--- src/rtl/cache_settings.svh ---
`ifndef CACHE_SETTINGS_SVH
`define CACHE_SETTINGS_SVH

// Cache geometry.
`define CACHE_BLOCK_WORDS 8  // Words in one 16-byte block.
`define CACHE_SETS 32        // Sets in each cache.

// Main memory.
`define MEMORY_WORDS 32768   // Depth in 16-bit words, covering the 64 KB space.
`define MEMORY_LATENCY 4     // Cycles from an enabled address to its data.

`endif

--- src/rtl/cache_pkg.sv ---
`default_nettype none

package cache_pkg;

  // Byte address as a cache reads it.
  typedef struct packed {
    logic [5:0] tag;         // Upper bits compared against the stored tag.
    logic [4:0] set;         // Selects one of the sets.
    logic [2:0] word;        // Word within the 16-byte block.
    logic       byte_select; // Always zero for word accesses.
  } address_t;

  // One tag array entry, packed like the tag word of the fill FSM.
  typedef struct packed {
    logic [5:0] tag;   // Stored tag.
    logic       valid; // Block holds real data.
    logic       lru;   // Set when this way is the least recently used.
  } tag_entry_t;

  // Lookup request from a processor port.
  typedef struct packed {
    logic     valid;   // Single-cycle request strobe.
    address_t address; // Held steady while the cache is busy.
  } cache_request_t;

  // Answer to the processor port.
  typedef struct packed {
    logic        hit;  // Data is valid this cycle.
    logic        busy; // A miss fill is in progress.
    logic [15:0] data; // Word read from the hitting way.
  } cache_response_t;

  // Request into the shared main memory.
  typedef struct packed {
    logic        enable;  // One word address per cycle.
    logic [15:0] address; // Byte address of the word.
  } memory_request_t;

  // Word coming back from main memory.
  typedef struct packed {
    logic        valid; // Pulses once per returned word.
    logic [15:0] data;  // Returned word.
  } memory_return_t;

  // Array writes from the fill FSM.
  typedef struct packed {
    logic        data_write; // Write one word into the data array.
    logic        tag_write;  // Write the tag entry after the last word.
    logic        way;        // Victim way being refilled.
    address_t    address;    // Cache address of the word being written.
    tag_entry_t  tag;        // New tag entry for the refilled way.
    logic [15:0] data;       // Word taken from the memory return.
  } fill_write_t;

endpackage

`default_nettype wire

--- src/rtl/memory_arbiter.sv ---
`timescale 1ns/10ps
`default_nettype none

module memory_arbiter (
  input  wire                             clk,
  input  wire                             reset,
  input  wire cache_pkg::memory_request_t instruction_request,
  input  wire cache_pkg::memory_request_t data_request,
  input  wire                             instruction_busy, // A fill is waiting or running.
  input  wire                             data_busy,
  output logic                            instruction_grant,
  output logic                            data_grant,
  output cache_pkg::memory_request_t      memory_request,   // To main memory.
  input  wire cache_pkg::memory_return_t  memory,           // From main memory.
  output cache_pkg::memory_return_t       instruction_return,
  output cache_pkg::memory_return_t       data_return
);

  logic owner_valid; // Some cache owns the memory.
  logic owner_data;  // The owner is the data cache.
  logic owner_busy;

  assign owner_busy = owner_data ? data_busy : instruction_busy;

  ////////////////////////////////////////////////////////////////////////////
  // Ownership is taken while free and held until the owner's busy falls.
  ////////////////////////////////////////////////////////////////////////////
  always_ff @(posedge clk) begin
    if (reset) begin
      owner_valid <= 1'b0;
      owner_data  <= 1'b0;
    end else if (owner_valid) begin
      if (!owner_busy)
        owner_valid <= 1'b0; // Fill finished, memory is free next cycle.
    end else if (data_busy) begin
      owner_valid <= 1'b1;   // Data cache wins a tie.
      owner_data  <= 1'b1;
    end else if (instruction_busy) begin
      owner_valid <= 1'b1;
      owner_data  <= 1'b0;
    end
  end

  assign data_grant        = owner_valid && owner_data;
  assign instruction_grant = owner_valid && !owner_data;

  // Only the owner reaches memory.
  assign memory_request = data_grant        ? data_request        :
                          instruction_grant ? instruction_request : '0;

  // Returned words go to the owner alone.
  assign data_return.valid        = memory.valid && data_grant;
  assign data_return.data         = memory.data;
  assign instruction_return.valid = memory.valid && instruction_grant;
  assign instruction_return.data  = memory.data;

endmodule

`default_nettype wire

--- config.mk ---
export PLATFORM = sky130hd
export DESIGN_NAME = memory_arbiter
export DESIGN_NICKNAME = d
export VERILOG_FILES = /design/src/rtl/cache_settings.svh /design/src/rtl/cache_pkg.sv /design/src/rtl/memory_arbiter.sv
export SDC_FILE = /design/constraint.sdc
export NUM_CORES = 1
export LEC_CHECK = 0
export ABC_AREA = 1
export ABC_CLOCK_PERIOD_IN_PS = 1000
export BUFFER_PORTS_ARGS = -buffer_cell sky130_fd_sc_hd__buf_2
export CORE_ASPECT_RATIO = 0.75
export CORE_MARGIN = 1.5
export CORE_UTILIZATION = 26
export CTS_CLUSTER_DIAMETER = 200
export DETAILED_ROUTE_END_ITERATION = 10
export GPL_TIMING_DRIVEN = 0
export PLACE_DENSITY_LB_ADDON = 0.15
export SYNTH_ARGS = -nofsm -noshare
export SYNTH_HDL_FRONTEND = slang
export SYNTH_SLANG_ARGS = --single-unit
--- constraint.sdc ---
create_clock -name clk -period 1 [get_ports clk]
set_clock_uncertainty 0.05 [all_clocks]
set_input_delay 0 -clock clk [delete_from_list [all_inputs] [get_ports clk]]
set_output_delay 0 -clock clk [all_outputs]
set_load 0.02 [all_outputs]
Word level (Yosys, flattened, before mapping). Cells that the tools add are included.

Register bits: 2. Latch bits: 0. Memory bits (writable): 0. Memory bits (read-only): 0. Output and inout bits: 53. Memories: 0.

$add $sub $neg: 0. Multiply operators: 0. Div/mod/pow operators: 0. Order comparisons: 0. Equality and inequality tests: 0. Shifts and indexed selects: 0. Mux-type cells: 9. Bitwise logic cells: 1. Reduce and logical (&&, ||, !) cells: 7.

Operators by type and width (number): 2-to-1 mux 17 bit (2); 2-to-1 mux 1 bit (7); logical AND 1 bit (4); AND reduction 2 bit (1); nonzero test 2 bit (1); logical NOT 1 bit (1); inverter 1 bit (1).

Depth between registers and ports, before layout.
Word-level depth: 4. Mapped depth: 6.

Worst setup path after synthesis. No wires, ideal clock.

Kind: reg2out. From: register owner_valid. To: output port memory_request[10] in the netlist's numbering. Arrival: 0.890 ns. Required time: 0.950 ns. Path slack: 0.060 ns. Stages on the path, launching flop included: 6. Buffers on the path: 1. Cells stage by stage: dfxtp_1 nand2_2 inv_4 buf_12 nand2_1 nand2_1.

RTL lines: start, declared (line memory_arbiter.sv:19) `logic owner_valid;`; start signal, assigned (line memory_arbiter.sv:30) `owner_valid <= 1'b0;`; start signal, assigned (line memory_arbiter.sv:34) `owner_valid <= 1'b0;`; start signal, assigned (line memory_arbiter.sv:36) `owner_valid <= 1'b1;`; end, declared (line memory_arbiter.sv:13) `output cache_pkg::memory_request_t memory_request,`.

==> summary.txt <==
CTS
  • Inserted Clock Buffers: 3
  • Worst-Skew Late Latency: 220 ps
  • CTS tree: yes
  • H-Tree Level Count: 1
  • Clock-pin slew on the worst setup and hold paths: 30 ps
  • Max Root-Sink Buffers: 2
  • Sink Count: 2
  • CTS Root Buffer Type: clkbuf_4

Power and ir drop
  • Pwr dens: 722 nW/um^2
  • Maximum VDD drop: 0.541 mV
  • Leakage: between 0.9 and 1 nW

Critical path
  • Setup crit start kind: flip-flop
  • CP Cell Sequence: inv_4, nand2_4, inv_6, buf_12, nand2_2, nand2_2, buf_6
  • CP top delay family: buffers and inverters
  • Slowest cell on the critical path: dfxtp_4
  • CP Max Fanout: 8
  • CP Buf/Inv Count: 4
  • Cell mode on critical path: nand2_2
  • Setup Crit Path Kind: reg -> out
  • Critical Path AT: 1120 ps
  • Crit. End Element: primary output
  • Critical path depth: 7
  • Worst EP required: 950 ps
  • R2R cell count: 5
  • Max stage delay on crit path: ~350 ps

Status
  • Status: finished, violations left
  • Failing checks: negative setup slack

Placed design
  • Hpwl dp: 1650 um
  • Placed Area: 1080 um^2
  • Placer Congestion: 0.660
  • Port Buffers: 91

Final layout
  • Layout cells sized above 1: 0.872
  • Synth-to-layout area growth: 155%
  • Fin nets: 268
  • Commonest non-fill, non-tap cell in the layout: buf_2
  • Most frequent cells in the layout: 70 x buf_2, 36 x buf_4, 35 x nand2_2
  • Cell area after layout: 1520 um^2
  • Antenna diode count: 0

STA
  • RSZ-0062 raised after global routing: true
  • Crit share post-route: 1.17
  • Final Slew Violations: 0
  • Slew of the pin with the lowest slew margin: 127 ps
  • Setup TNS: -3110 ps
  • Final Hold Fails: 0
  • Headroom to the max-slew limit: 0.915
  • Final setup violation count: 21
  • Min cycle time layout: 1170 ps
  • Final WS setup: -169 ps
  • Peak Freq: between 800 and 900 MHz
  • Worst hold slack: between 150 and 200 ps

Routing
  • First-pass DRT Iterations: 3
  • Final WL: 2410 um
  • DRC violations left: 0
  • Via/cell ratio: 4.14
  • Vias: 972
  • Post-route ant nets: 0
  • Drt wl/cell: ~10 um
  • Iteration-0 DRC Markers: 7

Synthesis
  • Mapped Cells: 106
  • Mapped Nets: around 160
  • Synth area leaders: buf_4 40%, nand2_1 33%, dfxtp_1 6.7%
  • Sequential element share of the synthesized area: 0.0671
  • Post-Syn Area: 597 um^2
  • Area leader, netlist: buf_4
  • Avg Cell Area, Syn: 5.63 um^2
  • Yosys warns: 0
  • Distinct cells, synth: 11
  • Yosys reg bits: 2
  • Share of the synthesized area in the top cell type: 0.403

Global routing
  • Number of global-route vias before repair: roughly 850
  • Initial antenna violation count: 0
  • First-pass GRT wire length: 3310 um
  • Total track usage: 0.161
  • Grt total ovfl: 0
  • Largest net degree at the start of global routing: 11

Job
  • Maxcap violations: 0

Worst hold path
  • HP Class: in -> out
  • WHS Path Cells: 2

Floorplanning
  • Die footprint: 2590 um^2
  • Die Y: around 44 um
  • FP Rows: 14
  • Die Wd: about 58 um
  • Starting density of the core: 0.286
  • Core area: 2080 um^2
  • Ports: 108
[repair_timing]
action / 4_1_cts / 5_1_grt
setup buffers: 3 / 3
cloned: 1 / 1
setup endpoints to repair: 21 / 20
resized for setup: 62 / 36
pin swaps: 8 / 18
hold buffers: 3 / 0
endpoints found under the hold margin: 2 / 0
[layout make-up]
class	instances	area (um^2)
Fill cell	173	562
Clock buffer	3	22.5
Buffer	34	275
Inverter	8	42.5
Tap cell	24	30.0
Timing Repair Buffer	102	727
Sequential cell	2	47.5
Multi-Input combinational cell	62	378
[power breakdown]
group | total [W] | internal [W] | switching [W] | leakage, nW
sequential | 0.0000986 | 0.0000871 | 0.0000115 | 0.0178
clock | 0.000180 | 0.000133 | 0.0000479 | 0.0138
combinational | 0.000820 | 0.000421 | 0.000399 | 0.889
[metal layers]
layer | up-vias | routed length [um] | part of all wire | GRT usage
met3 | 4 | 274 | 0.11 | 0.0234
met2 | 67 | 1370 | 0.57 | 0.348
li1 | 489 | - | - | -
met4 | 0 | 23 | 0.0095 | 0.0744
met5 | - | 0 | 0 | 0
met1 | 412 | 743 | 0.31 | 0.145
[metrics by stage]
step / setup WS (ps) / utilization / total power [W] / cells
after floorplan: 59.7 / - / 0.000471 / 106
after global placement: -35.8 / 0.519 / 0.000670 / 221
after detailed placement: -55.6 / 0.519 / 0.000677 / 221
after CTS: -168 / 0.655 / 0.00102 / 231
after global routing: -204 / 0.730 / 0.00115 / 235
final: -169 / 0.730 / 0.00110 / 235
[synthesized netlist by cell type (all sizes together)]
cell type  count
a21oi          1
buf           34
dfxtp          2
inv            8
nand2         58
nand3          1
nor2           2
[worst paths after layout]
check,start,endpoint,slack [ps]
worst max register to register,owner_data$_SDFFE_PP0P_,owner_valid$_SDFF_PP0_,90
worst max-delay path,owner_data$_SDFFE_PP0P_,memory_request[4],-170
worst min register to register,owner_data$_SDFFE_PP0P_,owner_data$_SDFFE_PP0P_,540
worst min-delay path,memory[7],data_return[7],170
[flip-flops by register name (all words and copies together), names as in the netlist]
signal	flops
owner_data	1
owner_valid	1
[cells by family after synthesis]
group                  Yosys count  share of synthesized area
AO/OA/AOI/OAI                    1                    0.00838
buffers and inverters           42                      0.514
flip-flops                       2                     0.0671
AND/OR/NAND/NOR                 61                      0.411
(Power assumes the default switching activity.)
